<file path="config.mk">
export PLATFORM = sky130hd
export DESIGN_NAME = cpu_top
export DESIGN_NICKNAME = d
export VERILOG_FILES = /design/src/cpu_pkg.sv /design/src/cpu_top.sv /design/src/cpu_control.sv /design/src/shift_add_multiplier.sv /design/src/flag_unit.sv /design/src/alu.sv /design/src/register_file.sv
export VERILOG_INCLUDE_DIRS = /design/src /design/src/include
export SDC_FILE = /design/constraint.sdc
export NUM_CORES = 1
export LEC_CHECK = 0
export BUFFER_PORTS_ARGS = -buffer_cell sky130_fd_sc_hd__buf_4
export CELL_PAD_IN_SITES_DETAIL_PLACEMENT = 0
export CELL_PAD_IN_SITES_GLOBAL_PLACEMENT = 1
export CORE_UTILIZATION = 40
export DETAILED_ROUTE_END_ITERATION = 12
export PLACE_DENSITY = 0.73
export SYNTH_ARGS = -nofsm -noshare
export SYNTH_HDL_FRONTEND = slang
export SYNTH_SLANG_ARGS = --single-unit
</file>
<file path="constraint.sdc">
create_clock -name clk -period 11.75 [get_ports clk]
set_input_delay 0.5875 -clock clk [delete_from_list [all_inputs] [get_ports clk]]
set_output_delay 0.5875 -clock clk [all_outputs]
set_load 0.01 [all_outputs]
</file>
<file path="src/include/cpu_config.svh">
/*
 Core widths and status layout. Every ctrl_state_t code must stay below 8
 so that the invalid-opcode bit of the status never collides with a state.
*/
`ifndef CPU_CONFIG_SVH
`define CPU_CONFIG_SVH

// Datapath and address widths
`define CPU_WORD_BITS 16
`define CPU_ADDR_BITS 16
`define CPU_INSTR_BITS 32

// Register file size
`define CPU_NUM_REGS 16

// Byte steps for word and instruction addressing
`define CPU_WORD_BYTES 2
`define CPU_INSTR_BYTES 4

// Status word is {state, instr_ptr[7:0]} or {invalid, opcode} in HALT
`define CPU_STATUS_BITS 12
`define CPU_STATUS_INVALID 11

`endif
</file>
<file path="src/cpu_pkg.sv">
/*
 Shared types of the core. Opcode codes are fixed and are used by the test program.
*/
`include "cpu_config.svh"

package cpu_pkg;

   typedef logic [`CPU_WORD_BITS-1:0] word_t;
   typedef logic [`CPU_ADDR_BITS-1:0] addr_t;

   // Opcode 31..24, arg1 23..16, arg2 15..8, argA 23..8, argB 15..0
   typedef logic [`CPU_INSTR_BITS-1:0] instr_t;

   typedef logic [$clog2(`CPU_NUM_REGS)-1:0] reg_idx_t;

   typedef enum logic [7:0] {
      OP_NOP   = 8'h00,
      OP_LOAD  = 8'h04,
      OP_LOADI = 8'h05,
      OP_MOV   = 8'h06,
      OP_MOVI  = 8'h07,
      OP_ADD   = 8'h0A,
      OP_SUB   = 8'h0B,
      OP_MUL   = 8'h0C,
      OP_AND   = 8'h0E,
      OP_OR    = 8'h0F,
      OP_XOR   = 8'h10,
      OP_SHL   = 8'h11,
      OP_SHRA  = 8'h12,
      OP_SHRL  = 8'h13,
      OP_CMP   = 8'h14,
      OP_TST   = 8'h15,
      OP_STOR  = 8'h18,
      OP_STORI = 8'h19,
      OP_JMP   = 8'h40,
      OP_JMPI  = 8'h41,
      OP_JEQ   = 8'h42,
      OP_JNE   = 8'h43,
      OP_JG    = 8'h44,
      OP_JGE   = 8'h45,
      OP_JA    = 8'h46,
      OP_JAE   = 8'h47,
      OP_JL    = 8'h48,
      OP_JLE   = 8'h49,
      OP_JB    = 8'h4A,
      OP_JBE   = 8'h4B,
      OP_JO    = 8'h4C,
      OP_JNO   = 8'h4D,
      OP_JS    = 8'h4E,
      OP_JNS   = 8'h4F
   } opcode_t;

   typedef struct packed {
      logic overflow;
      logic carry;
      logic zero;
      logic sign;
   } flags_t;

   typedef logic [`CPU_STATUS_BITS-1:0] status_t;

   // Codes stay below 8 to keep the status invalid bit free
   typedef enum logic [3:0] {
      HALT      = 4'd1,
      EXECUTING = 4'd2,
      WR_WAIT   = 4'd3,
      RD_WAIT   = 4'd5,
      MULTIPLY  = 4'd7
   } ctrl_state_t;

endpackage

</file>
<file path="src/cpu_top.sv">
/*
 Core top level. Fetch starts at address zero right after reset.
*/
module cpu_top
   import cpu_pkg::*;
(
   input  logic    clk,
   input  logic    rst_n,
   output addr_t   instr_ptr,
   input  logic    instr_valid,
   input  instr_t  cur_instr,
   output logic    rd_en,
   output logic    wr_en,
   output addr_t   rd_addr,
   output addr_t   wr_addr,
   output word_t   wr_data,
   input  word_t   rd_data,
   input  logic    rd_done,
   input  logic    wr_done,
   output status_t status
);

   reg_idx_t                   rf_idx_a;
   reg_idx_t                   rf_idx_b;
   word_t                      rf_a;
   word_t                      rf_b;
   logic                       rf_we;
   reg_idx_t                   rf_widx;
   word_t                      rf_wdata;
   opcode_t                    alu_op;
   word_t                      alu_result;
   flags_t                     alu_flags;
   logic                       flag_update;
   logic                       take_branch;
   logic                       mul_start;
   word_t                      mul_a;
   word_t                      mul_b;
   logic                       mul_done;
   logic [2*$bits(word_t)-1:0] mul_product;

   cpu_control cpu_control_inst (
      .clk         (clk),
      .rst_n       (rst_n),
      .instr_ptr   (instr_ptr),
      .instr_valid (instr_valid),
      .cur_instr   (cur_instr),
      .rd_en       (rd_en),
      .rd_addr     (rd_addr),
      .rd_data     (rd_data),
      .rd_done     (rd_done),
      .wr_en       (wr_en),
      .wr_addr     (wr_addr),
      .wr_data     (wr_data),
      .wr_done     (wr_done),
      .rf_idx_a    (rf_idx_a),
      .rf_idx_b    (rf_idx_b),
      .rf_a        (rf_a),
      .rf_b        (rf_b),
      .rf_we       (rf_we),
      .rf_widx     (rf_widx),
      .rf_wdata    (rf_wdata),
      .alu_op      (alu_op),
      .alu_result  (alu_result),
      .alu_flags   (alu_flags),
      .flag_update (flag_update),
      .take_branch (take_branch),
      .mul_start   (mul_start),
      .mul_a       (mul_a),
      .mul_b       (mul_b),
      .mul_done    (mul_done),
      .mul_product (mul_product),
      .status      (status)
   );

   register_file register_file_inst (
      .clk       (clk),
      .rst_n     (rst_n),
      .rd_idx_a  (rf_idx_a),
      .rd_idx_b  (rf_idx_b),
      .rd_data_a (rf_a),
      .rd_data_b (rf_b),
      .wr_en     (rf_we),
      .wr_idx    (rf_widx),
      .wr_data   (rf_wdata)
   );

   // ALU operands come straight from the register read ports
   alu alu_inst (
      .op         (alu_op),
      .dest       (rf_a),
      .src        (rf_b),
      .result     (alu_result),
      .next_flags (alu_flags)
   );

   flag_unit flag_unit_inst (
      .clk         (clk),
      .rst_n       (rst_n),
      .update      (flag_update),
      .next_flags  (alu_flags),
      .op          (alu_op),
      .take_branch (take_branch)
   );

   shift_add_multiplier #(
      .BITS ($bits(word_t))
   ) shift_add_multiplier_inst (
      .clk     (clk),
      .rst_n   (rst_n),
      .start   (mul_start),
      .a       (mul_a),
      .b       (mul_b),
      .done    (mul_done),
      .product (mul_product)
   );

endmodule

</file>
<file path="src/cpu_control.sv">
/*
 Fetch/execute FSM with one instruction in flight. rd_en and wr_en are one-cycle
 pulses; memory must show the request on rd_done/wr_done by the next edge.
*/
`include "cpu_config.svh"

module cpu_control
   import cpu_pkg::*;
(
   input  logic                        clk,
   input  logic                        rst_n,
   output addr_t                       instr_ptr,
   input  logic                        instr_valid,
   input  instr_t                      cur_instr,
   output logic                        rd_en,
   output addr_t                       rd_addr,
   input  word_t                       rd_data,
   input  logic                        rd_done,
   output logic                        wr_en,
   output addr_t                       wr_addr,
   output word_t                       wr_data,
   input  logic                        wr_done,
   output reg_idx_t                    rf_idx_a,
   output reg_idx_t                    rf_idx_b,
   input  word_t                       rf_a,
   input  word_t                       rf_b,
   output logic                        rf_we,
   output reg_idx_t                    rf_widx,
   output word_t                       rf_wdata,
   output opcode_t                     alu_op,
   input  word_t                       alu_result,
   input  flags_t                      alu_flags,
   output logic                        flag_update,
   input  logic                        take_branch,
   output logic                        mul_start,
   output word_t                       mul_a,
   output word_t                       mul_b,
   input  logic                        mul_done,
   input  logic [2*$bits(word_t)-1:0]  mul_product,
   output status_t                     status
);

   ctrl_state_t state;
   opcode_t     op;
   reg_idx_t    reg1;
   reg_idx_t    reg2;
   word_t       arg_a;
   word_t       arg_b;
   reg_idx_t    load_reg;
   status_t     bad_status;
   logic        is_write;
   logic        is_load;
   logic        is_store;
   logic        is_mul;
   logic        is_jump;
   logic        is_bad;
   logic        stall;
   logic        exec_fire;

   assign op    = opcode_t'(cur_instr[31:24]);
   assign reg1  = cur_instr[19:16];
   assign reg2  = cur_instr[11:8];
   assign arg_a = cur_instr[23:8];
   assign arg_b = cur_instr[15:0];

   always_comb begin
      is_write = 1'b0;
      is_load  = 1'b0;
      is_store = 1'b0;
      is_mul   = 1'b0;
      is_jump  = 1'b0;
      is_bad   = 1'b0;
      case (op)
         OP_MOV, OP_MOVI, OP_ADD, OP_SUB, OP_AND, OP_OR, OP_XOR,
         OP_SHL, OP_SHRA, OP_SHRL: is_write = 1'b1;
         // No register or memory effect
         OP_NOP, OP_CMP, OP_TST: is_bad = 1'b0;
         OP_LOAD, OP_LOADI: is_load = 1'b1;
         OP_STOR, OP_STORI: is_store = 1'b1;
         OP_MUL: is_mul = 1'b1;
         OP_JMP, OP_JMPI, OP_JEQ, OP_JNE, OP_JG, OP_JGE, OP_JA, OP_JAE,
         OP_JL, OP_JLE, OP_JB, OP_JBE, OP_JO, OP_JNO, OP_JS, OP_JNS: is_jump = 1'b1;
         default: is_bad = 1'b1;
      endcase
   end

   // Issue waits until the target unit reports done
   assign stall     = (is_load & ~rd_done) | (is_store & ~wr_done) | (is_mul & ~mul_done);
   assign exec_fire = (state == EXECUTING) & instr_valid & ~stall;

   assign rf_idx_a    = reg1;
   assign rf_idx_b    = reg2;
   assign alu_op      = op;
   assign flag_update = exec_fire;
   assign mul_start   = exec_fire & is_mul;
   assign mul_a       = rf_a;
   assign mul_b       = rf_b;

   always_comb begin
      bad_status = '0;
      bad_status[`CPU_STATUS_INVALID] = 1'b1;
      bad_status[7:0] = cur_instr[31:24];
   end

   // Register write source
   always_comb begin
      rf_we    = 1'b0;
      rf_widx  = reg1;
      rf_wdata = alu_result;
      case (state)
         EXECUTING: begin
            rf_we = instr_valid & is_write;
            if (op == OP_MOVI) begin
               rf_wdata = arg_b;
            end
         end
         RD_WAIT: begin
            rf_we    = rd_done;
            rf_widx  = load_reg;
            rf_wdata = rd_data;
         end
         MULTIPLY: begin
            rf_we    = mul_done;
            rf_widx  = load_reg;
            rf_wdata = mul_product[$bits(word_t)-1:0];
         end
         default: rf_we = 1'b0;
      endcase
   end

   always_ff @(posedge clk or negedge rst_n) begin
      if (!rst_n) begin
         state     <= EXECUTING;
         instr_ptr <= '0;
         rd_en     <= 1'b0;
         wr_en     <= 1'b0;
         status    <= {EXECUTING, 8'h00};
      end else begin
         rd_en <= 1'b0;
         wr_en <= 1'b0;
         // Frozen once halted
         if (state != HALT) begin
            status <= {state, instr_ptr[7:0]};
         end
         case (state)
            EXECUTING: begin
               if (exec_fire) begin
                  if (is_jump && take_branch) begin
                     instr_ptr <= (op == OP_JMP) ? rf_a : arg_a;
                  end else begin
                     instr_ptr <= instr_ptr + addr_t'(`CPU_INSTR_BYTES);
                  end
                  if (is_load) begin
                     rd_en <= 1'b1;
                     state <= RD_WAIT;
                  end
                  if (is_store) begin
                     wr_en <= 1'b1;
                     state <= WR_WAIT;
                  end
                  if (is_mul) begin
                     state <= MULTIPLY;
                  end
                  if (is_bad) begin
                     state  <= HALT;
                     status <= bad_status;
                  end
               end
            end
            RD_WAIT: begin
               if (rd_done) begin
                  state <= EXECUTING;
               end
            end
            WR_WAIT: begin
               if (wr_done) begin
                  state <= EXECUTING;
               end
            end
            MULTIPLY: begin
               if (mul_done) begin
                  state <= EXECUTING;
               end
            end
            default: state <= HALT;
         endcase
      end
   end

   // Request payload, only meaningful with its enable
   always_ff @(posedge clk) begin
      if (exec_fire && (is_load || is_mul)) begin
         load_reg <= reg1;
      end
      if (exec_fire && is_load) begin
         rd_addr <= (op == OP_LOAD) ? rf_b : arg_b;
      end
      if (exec_fire && is_store) begin
         wr_addr <= (op == OP_STOR) ? rf_b : arg_b;
         wr_data <= rf_a;
      end
   end

endmodule

</file>
<file path="src/shift_add_multiplier.sv">
/*
 Unsigned shift-add multiplier, one partial product per cycle.
 done is high while idle and falls at the edge that samples start.
*/
module shift_add_multiplier
   import cpu_pkg::*;
#(
   parameter int BITS = $bits(word_t)
) (
   input  logic              clk,
   input  logic              rst_n,
   input  logic              start,
   input  logic [BITS-1:0]   a,
   input  logic [BITS-1:0]   b,
   output logic              done,
   output logic [2*BITS-1:0] product
);

   localparam int CW = $clog2(BITS + 1);

   logic              busy;
   logic [CW-1:0]     count;
   logic [2*BITS-1:0] mcand;
   logic [BITS-1:0]   mplier;
   logic [2*BITS-1:0] acc;

   always_ff @(posedge clk or negedge rst_n) begin
      if (!rst_n) begin
         busy  <= 1'b0;
         count <= '0;
      end else if (start) begin
         busy  <= 1'b1;
         count <= CW'(BITS);
      end else if (busy) begin
         count <= count - 1'b1;
         if (count == CW'(1)) begin
            busy <= 1'b0;
         end
      end
   end

   // Multiplicand moves left as the multiplier bits move right
   always_ff @(posedge clk) begin
      if (start) begin
         mcand  <= {{BITS{1'b0}}, a};
         mplier <= b;
         acc    <= '0;
      end else if (busy) begin
         if (mplier[0]) begin
            acc <= acc + mcand;
         end
         mcand  <= mcand << 1;
         mplier <= mplier >> 1;
      end
   end

   assign done    = ~busy;
   assign product = acc;

endmodule

</file>
<file path="src/flag_unit.sv">
/*
 Condition flags and jump decision. take_branch is 0 for every non-jump opcode.
*/
module flag_unit
   import cpu_pkg::*;
(
   input  logic    clk,
   input  logic    rst_n,
   input  logic    update,
   input  flags_t  next_flags,
   input  opcode_t op,
   output logic    take_branch
);

   flags_t flags;

   always_ff @(posedge clk or negedge rst_n) begin
      if (!rst_n) begin
         flags <= '0;
      end else if (update) begin
         flags <= next_flags;
      end
   end

   always_comb begin
      case (op)
         OP_JMP, OP_JMPI: take_branch = 1'b1;
         OP_JEQ: take_branch = flags.zero;
         OP_JNE: take_branch = !flags.zero;
         // Signed compares
         OP_JG:  take_branch = !flags.zero && (flags.sign == flags.overflow);
         OP_JGE: take_branch = (flags.sign == flags.overflow);
         OP_JL:  take_branch = (flags.sign != flags.overflow);
         OP_JLE: take_branch = (flags.sign != flags.overflow) || flags.zero;
         // Unsigned compares
         OP_JA:  take_branch = !flags.carry && !flags.zero;
         OP_JAE: take_branch = !flags.carry;
         OP_JB:  take_branch = flags.carry;
         OP_JBE: take_branch = flags.carry || flags.zero;
         OP_JO:  take_branch = flags.overflow;
         OP_JNO: take_branch = !flags.overflow;
         OP_JS:  take_branch = flags.sign;
         OP_JNS: take_branch = !flags.sign;
         default: take_branch = 1'b0;
      endcase
   end

endmodule

</file>
<file path="src/alu.sv">
/*
 Register ALU. next_flags is all zero for opcodes that do not set flags,
 so loading it on every retire also clears the flags.
*/
module alu
   import cpu_pkg::*;
(
   input  opcode_t op,
   input  word_t   dest,
   input  word_t   src,
   output word_t   result,
   output flags_t  next_flags
);

   localparam int W = $bits(word_t);

   // One bit wider than a word to keep the carry
   logic [W:0] sum;
   logic [W:0] diff;
   logic [W:0] wide;
   logic       sets_flags;

   assign sum  = {1'b0, dest} + {1'b0, src};
   assign diff = {1'b0, dest} - {1'b0, src};

   always_comb begin
      result = '0;
      wide   = '0;
      case (op)
         OP_MOV:  result = src;
         OP_ADD: begin
            wide   = sum;
            result = sum[W-1:0];
         end
         OP_SUB: begin
            wide   = diff;
            result = diff[W-1:0];
         end
         // Compare only updates the flags
         OP_CMP:  wide = diff;
         OP_TST:  wide = {1'b0, dest & src};
         OP_AND:  result = dest & src;
         OP_OR:   result = dest | src;
         OP_XOR:  result = dest ^ src;
         OP_SHL:  result = dest << src;
         OP_SHRA: result = word_t'($signed(dest) >>> src);
         OP_SHRL: result = dest >> src;
         default: result = '0;
      endcase
   end

   assign sets_flags = (op == OP_ADD) || (op == OP_SUB) || (op == OP_CMP) || (op == OP_TST);

   always_comb begin
      next_flags = '0;
      if (sets_flags) begin
         next_flags.carry = wide[W];
         next_flags.zero  = (wide[W-1:0] == '0);
         next_flags.sign  = wide[W-1];
      end
      // Same operand signs with a flipped result sign
      if (op == OP_ADD) begin
         next_flags.overflow = (dest[W-1] & src[W-1] & ~wide[W-1]) |
                               (~dest[W-1] & ~src[W-1] & wide[W-1]);
      end else if (op == OP_SUB || op == OP_CMP) begin
         next_flags.overflow = (dest[W-1] & ~src[W-1] & ~wide[W-1]) |
                               (~dest[W-1] & src[W-1] & wide[W-1]);
      end
   end

endmodule

</file>
<file path="src/register_file.sv">
/*
 General registers with combinational reads and one synchronous write port.
 A read of the register being written returns the old value.
*/
`include "cpu_config.svh"

module register_file
   import cpu_pkg::*;
(
   input  logic     clk,
   input  logic     rst_n,
   input  reg_idx_t rd_idx_a,
   input  reg_idx_t rd_idx_b,
   output word_t    rd_data_a,
   output word_t    rd_data_b,
   input  logic     wr_en,
   input  reg_idx_t wr_idx,
   input  word_t    wr_data
);

   word_t regs [`CPU_NUM_REGS];

   always_ff @(posedge clk or negedge rst_n) begin
      if (!rst_n) begin
         for (int i = 0; i < `CPU_NUM_REGS; i++) begin
            regs[i] <= '0;
         end
      end else if (wr_en) begin
         regs[wr_idx] <= wr_data;
      end
   end

   assign rd_data_a = regs[rd_idx_a];
   assign rd_data_b = regs[rd_idx_b];

endmodule

</file>
After elaboration in Yosys (flattened, before gate mapping)
Index checks and enable logic that the tools add are counted.

Flip-flop bits (word level): 432. Input port bits: 53. Output and inout port bits: 78. Logic and storage cells: 213.

$add $sub $neg: 5. Order comparisons: 4. Eq/ne operators: 46. Shifts and indexed selects: 3. Muxes and demuxes: 56. Bitwise operators: 32. Reductions and logical operators: 32.

Operators by type and width (count): $bwmux 256 (1); $mux 16 (14); $pmux 16 s9 (1); $bmux 16 s4 (2); $eq 8x7->1 const B (16); $demux 16 s4 (1); $eq 8x5->1 const B (8); $pmux 17 s3 (1); $mux 12 (4); $pmux 16 s3 (1); $eq 8x4->1 const B (5); $mux 4 (9); $reduce_or 34->1 (1); $add 32x32->32 (1); $eq 8x3->1 const B (4); $add 16x16->17 (1); $sub 16x16->17 (1); $add 16x3->16 const B (1); $and 16x16->16 (1); $logic_not 16->1 (1); $mux 1 (16); $or 16x16->16 (1); $pmux 4 s4 (1); $reduce_or 16->1 (1); 33 further kinds (85).

Longest topological paths before layout
Depth after elaboration: 11. Gate-level depth with buffers: 24. Depth with buffers taken out: 16.

Modules after synthesis
A second synthesis with hierarchy kept.

Cell total of the unflattened synthesis: 2564. Area total of the unflattened synthesis: 28424.8 um2.

By module, submodules not included: register_file (times used 1, cells each 849, area an instance 13470.4 um2, seq. area each 6406.1 um2); shift_add_multiplier (times used 1, cells each 525, area an instance 5091.1 um2, seq. area each 2072.0 um2); cpu_control (times used 1, cells each 454, area an instance 4989.8 um2, seq. area each 2389.8 um2); alu (times used 1, cells each 700, area an instance 4551.9 um2, seq. area each 0.0 um2); flag_unit (times used 1, cells each 36, area an instance 321.6 um2, seq. area each 100.1 um2).

Least setup slack after synthesis
No wires, ideal clock.

Kind: input to register. Start point: input port cur_instr[8]. End point: register register_file_inst.regs[14] (netlist bit). Library setup time: 0.135 ns. Arrival time: 5.152 ns. Data required time: 11.615 ns. Path slack: 6.463 ns. Stages on the path: 24. Buffers on the path: 9. Cell sequence: buf_6 buf_6 buf_6 buf_4 mux4_2 mux2i_1 mux2_2 buf_4 buf_2 buf_2 ha_1 clkbuf_1 o21bai_1 a21oi_1 o21bai_1 a221oi_1 o41ai_1 o41ai_1 o31a_1 xnor2_1 o2bb2ai_1 o21ai_1 clkbuf_1 o21ai_0.

Longest elaborated chain between the ends: 9. Elaborated cells on any way between the ends: 16. Classes of those cells: add/sub: 2; shift: 3; mux: 7; bitwise: 4.

RTL lines: from (decl) (RTL line cpu_top.sv:11) `input instr_t cur_instr,`; $not 4->5 (implied by the code) * (RTL line register_file.sv:34) `assign rd_data_b = regs[rd_idx_b];`; $bmux 16 s4 * (RTL line register_file.sv:34); $mux 16 (implied by the code) * (2 in series) (RTL line register_file.sv:34); $sub 16x16->17, or another cell as far along (RTL line alu.sv:24) `assign diff = {1'b0, dest} - {1'b0, src};`; $pmux 16 s9 * (RTL line alu.sv:29) `case (op)`; $mux 16 (RTL line cpu_control.sv:113) `if (op == OP_MOVI) begin`; $pmux 16 s3 * (RTL line cpu_control.sv:110) `case (state)`; $bwmux 256 * (RTL line register_file.sv:29) `regs[wr_idx] <= wr_data;`; to (signal, indexed assignment) (RTL line register_file.sv:29); to (decl) (RTL line register_file.sv:21) `` word_t regs [`CPU_NUM_REGS]; ``.

Every way passes the cells marked *; elsewhere a longest branch is shown, timed or not. The select of a mux whose other input is x is not followed. A chain may end at the register's enable or synchronous reset.

Worst setup path in the final report
Start point: input port cur_instr[8]. End point: register register_file_inst.regs[95] (netlist bit).

The elaborated chain is that of the path after synthesis.

==> flow_metrics.env <==
export IMPL_clock_latency_ns=0.62
export IMPL_drtIter0Drc=2151
export IMPL_fin_nets=2687
export IMPL_finalWorstSetupSlack_ns=5.427
export IMPL_critical_path_class="primary input to flop"
export IMPL_gp_routability_congestion=0.9945
export IMPL_hold_ws_ns=-0.007641
export IMPL_p_leak_nw=11.11
export IMPL_clk_pin_slew_worst_paths_ns=0.06
export IMPL_drt_pass1_iter_count=5
export IMPL_path_common_cell="mux4_2"
export IMPL_cp_buffers_inverters=2
export IMPL_grtUsageMet3_pct=3.374
export IMPL_cts_sinks=399
export IMPL_ys_seq_area_share_pct=41.31
export IMPL_sw_frac_of_total_pct=31.20
export IMPL_synth_top_cell_by_area="dfrtp_1"
export IMPL_grt_busiest_layer="met2"
export IMPL_synth_edf_count=84
export IMPL_vias=21090
export IMPL_synth_top_area_share_pct=29.73
export IMPL_place_area_um2=26490
export IMPL_worst_r2r_cell_count=13
export IMPL_crit_required_ns=12.17
export IMPL_vdd_drop_max_v=0.0001006
export IMPL_grt_pass1_vias=20750
export IMPL_period_share_pct=53.81
export IMPL_synthDistinctLibCells=95
export IMPL_root_buffer="clkbuf_16"
export IMPL_status="complete, but fails checks"
export IMPL_final_common_cell="nand2_1"
export IMPL_grt_max_degree=108
export IMPL_syn_cell_area_um2=25000
export IMPL_grt_pass1_wl_um=133800
export IMPL_antenna_found_initial=0
export IMPL_io_buffers=130
export IMPL_final_area_um2=28110
export IMPL_worst_slew_pin_transition_ns=1.323
export IMPL_max_slew_margin_rel_pct=10.85
export IMPL_tns_ns=0
export IMPL_cp_start_kind="primary input"
export IMPL_worst_setup_path_end_kind="flop"
export IMPL_finalNonFillerCells=3440
export IMPL_ys_warnings_count=0
export IMPL_path_cells="buf_4, mux4_2, mux4_2, inv_2, ha_1, nor2_1, o311a_1, o41ai_1, o211ai_1, a31oi_1, mux2_2, nor3_1, o41ai_2, o21ai_0"
export IMPL_cpPeakStageDelay_ns=1.19
export IMPL_cp_arrival_ns=6.74
export IMPL_routed_via_density=6.131
export IMPL_fin_crit_ns=6.323
export IMPL_postRouteAntennaNets=0
export IMPL_drc=0
export IMPL_hold_viol=1
export IMPL_regMostFlops="register_file_inst.regs"
export IMPL_post_place_ws_ns=4.963
export IMPL_setup_viol=0
export IMPL_post_drt_wl_per_cell_um=26.07
export IMPL_ys_ff_latch=399
export IMPL_hold_class="primary input to async pin"
export IMPL_ys_flop_type="dfrtp_1"
export IMPL_clockBufferDepth=3
export IMPL_die_height_um=252
export IMPL_max_freq_mhz=158.1
export IMPL_die_area_um2=63500
export IMPL_violations="hold timing"
export IMPL_p_per_area_nw_per_um2=145.6
export IMPL_holdBufCountCts=0
export IMPL_coreArea_um2=61710
export IMPL_cts_setup_buffers=0
export IMPL_syn_nets=2662
export IMPL_fp_row_count=91
export IMPL_drive_above_1_share_pct=19.03
export IMPL_rsz0062_at_grt="false"
export IMPL_path_max_fanout=36
export IMPL_p_switching_mw=1.277
export IMPL_dp_hpwl_um=62250
export IMPL_track_usage_pct=28.20
export IMPL_pwr_share_seq_pct=41.4
export IMPL_mostFrequentLayoutCells="466 x nand2_1, 297 x dfrtp_1, 257 x o21ai_0, 167 x buf_4, 157 x mux4_2"
export IMPL_internal_power_mw=2.816
export IMPL_met1_usage_pct=37.34
export IMPL_p_clk_share_pct=37.1
export IMPL_p_comb_share_pct=21.5
export IMPL_cts_tree="yes"
export IMPL_final_max_slew_viol_count=0
export IMPL_routed_wl_um=89690
export IMPL_fin_skew_ns=0.02524
export IMPL_synth_cells=2537
export IMPL_netlist_top_cells_area="dfrtp_1 30%, mux4_2 14%, edfxtp_1 10%, nand2_1 7.2%, o21ai_0 5.1%"
export IMPL_syn2layout_area_growth_pct=12.45
export IMPL_grt_util_met2_pct=45.97
export IMPL_final_util_pct=45.55
export IMPL_cpMaxStageDelayCell="o41ai_2"
export IMPL_start_util_pct=40.51
export IMPL_path_depth=14
export IMPL_grt_overflow_total=0
export IMPL_fill_cells=5921
export IMPL_io_pins=131
export IMPL_async_flop_share_pct=74.94
export IMPL_numCtsBuffers=47
export IMPL_critPathTopFamily="compound AO/OA/AOI/OAI gates"
export IMPL_reg2reg_to="register_file_inst.regs[95]$_DFFE_PN0P_"
export IMPL_die_w_um=252
export IMPL_rr_startpoint="register_file_inst.regs[1]$_DFFE_PN0P_"
export IMPL_max_cap_violations=0
export IMPL_cts_resized_gates=0
export IMPL_rrSetupSlack_ns=5.62
export IMPL_cts_max_level=2
export IMPL_placedCellCount=3350
export IMPL_syn_area_per_cell_um2=9.854
export IMPL_largest_register_ffs=256
[routing by layer]
layer	vias to the layer above	share of wire (%)
met3	217	6.0
met4	0	5.2
met2	836	48
li1	9345	-
met5	-	0
met1	10690	41
[through the flow]
step           power, mW  hold WS [ns]
2_1_floorplan      2.282        0.2919
3_3_place_gp       2.570        0.4589
3_5_place_dp       2.597        0.4684
4_1_cts            4.123       0.03526
5_1_grt            4.283       0.07370
6_report           4.094     -0.007641
[how the worst max path moves through the flow]
stage,from,end
3_5_place_dp,cur_instr[8],register_file_inst.regs[95]$_DFFE_PN0P_
2_1_floorplan,cur_instr[8],register_file_inst.regs[14]$_DFFE_PN0P_
3_3_place_gp,cur_instr[8],register_file_inst.regs[191]$_DFFE_PN0P_
5_1_grt,cur_instr[16],register_file_inst.regs[110]$_DFFE_PN0P_
6_report,cur_instr[8],register_file_inst.regs[95]$_DFFE_PN0P_
4_1_cts,cur_instr[16],register_file_inst.regs[110]$_DFFE_PN0P_
[cell usage after synthesis, types with 10 or more instances]
master and count:
dfrtp_1 297, a211oi_1 22, or3_1 10, a22oi_1 11
o2111ai_1 12, mux2_2 27, ha_1 69, mux2i_1 57
o211ai_1 16, buf_2 28, o21ai_0 257, inv_1 61
a21oi_1 124, nor2b_1 18, mux4_2 157, nor3_1 41
buf_6 13, o31ai_1 11, clkbuf_1 130, nand2_1 477
edfxtp_1 84, xnor2_1 32, dfxtp_1 16, o21ai_2 12
nor2_1 139, nand3_1 39, a221oi_1 14, nand2b_1 14
o21ai_1 126, buf_1 10, and2_1 18
[layout make-up]
cell class / count / area (um^2) / share of cell area, %
clock buffers: 63 / 1308 / 4.651
repair buffers: 168 / 1269 / 4.513
well taps: 837 / 1047 / 3.725
multi-input cells: 1880 / 13600 / 48.38
flip-flops and latches: 399 / 10330 / 36.74
inverters: 66 / 247.7 / 0.8813
clock inverters: 25 / 309.0 / 1.099
diodes: 2 / 5.005 / 0.01780
[power groups by stage]
stage | clock [mW] | combinational (mW) | sequential, mW
finish | 1.52 | 0.880 | 1.70
global route | 1.60 | 0.972 | 1.71
CTS | 1.55 | 0.881 | 1.70
detailed placement | 0 | 0.878 | 1.72
global placement | 0 | 0.856 | 1.71
floorplan | 0 | 0.587 | 1.69
[cells by family after synthesis]
| logic type | Yosys count | share of synthesized area, % |
|---|---|---|
| flip-flops | 399 | 41.31 |
| multiplexers | 245 | 17.93 |
| XOR/XNOR | 35 | 1.226 |
| AND/OR/NAND/NOR | 814 | 14.10 |
| adder cells (fa/ha/maj) | 72 | 3.694 |
| buffers and inverters | 258 | 4.589 |
| AO/OA/AOI/OAI | 714 | 17.16 |
No activity file was read; power rests on OpenSTA's default activity.
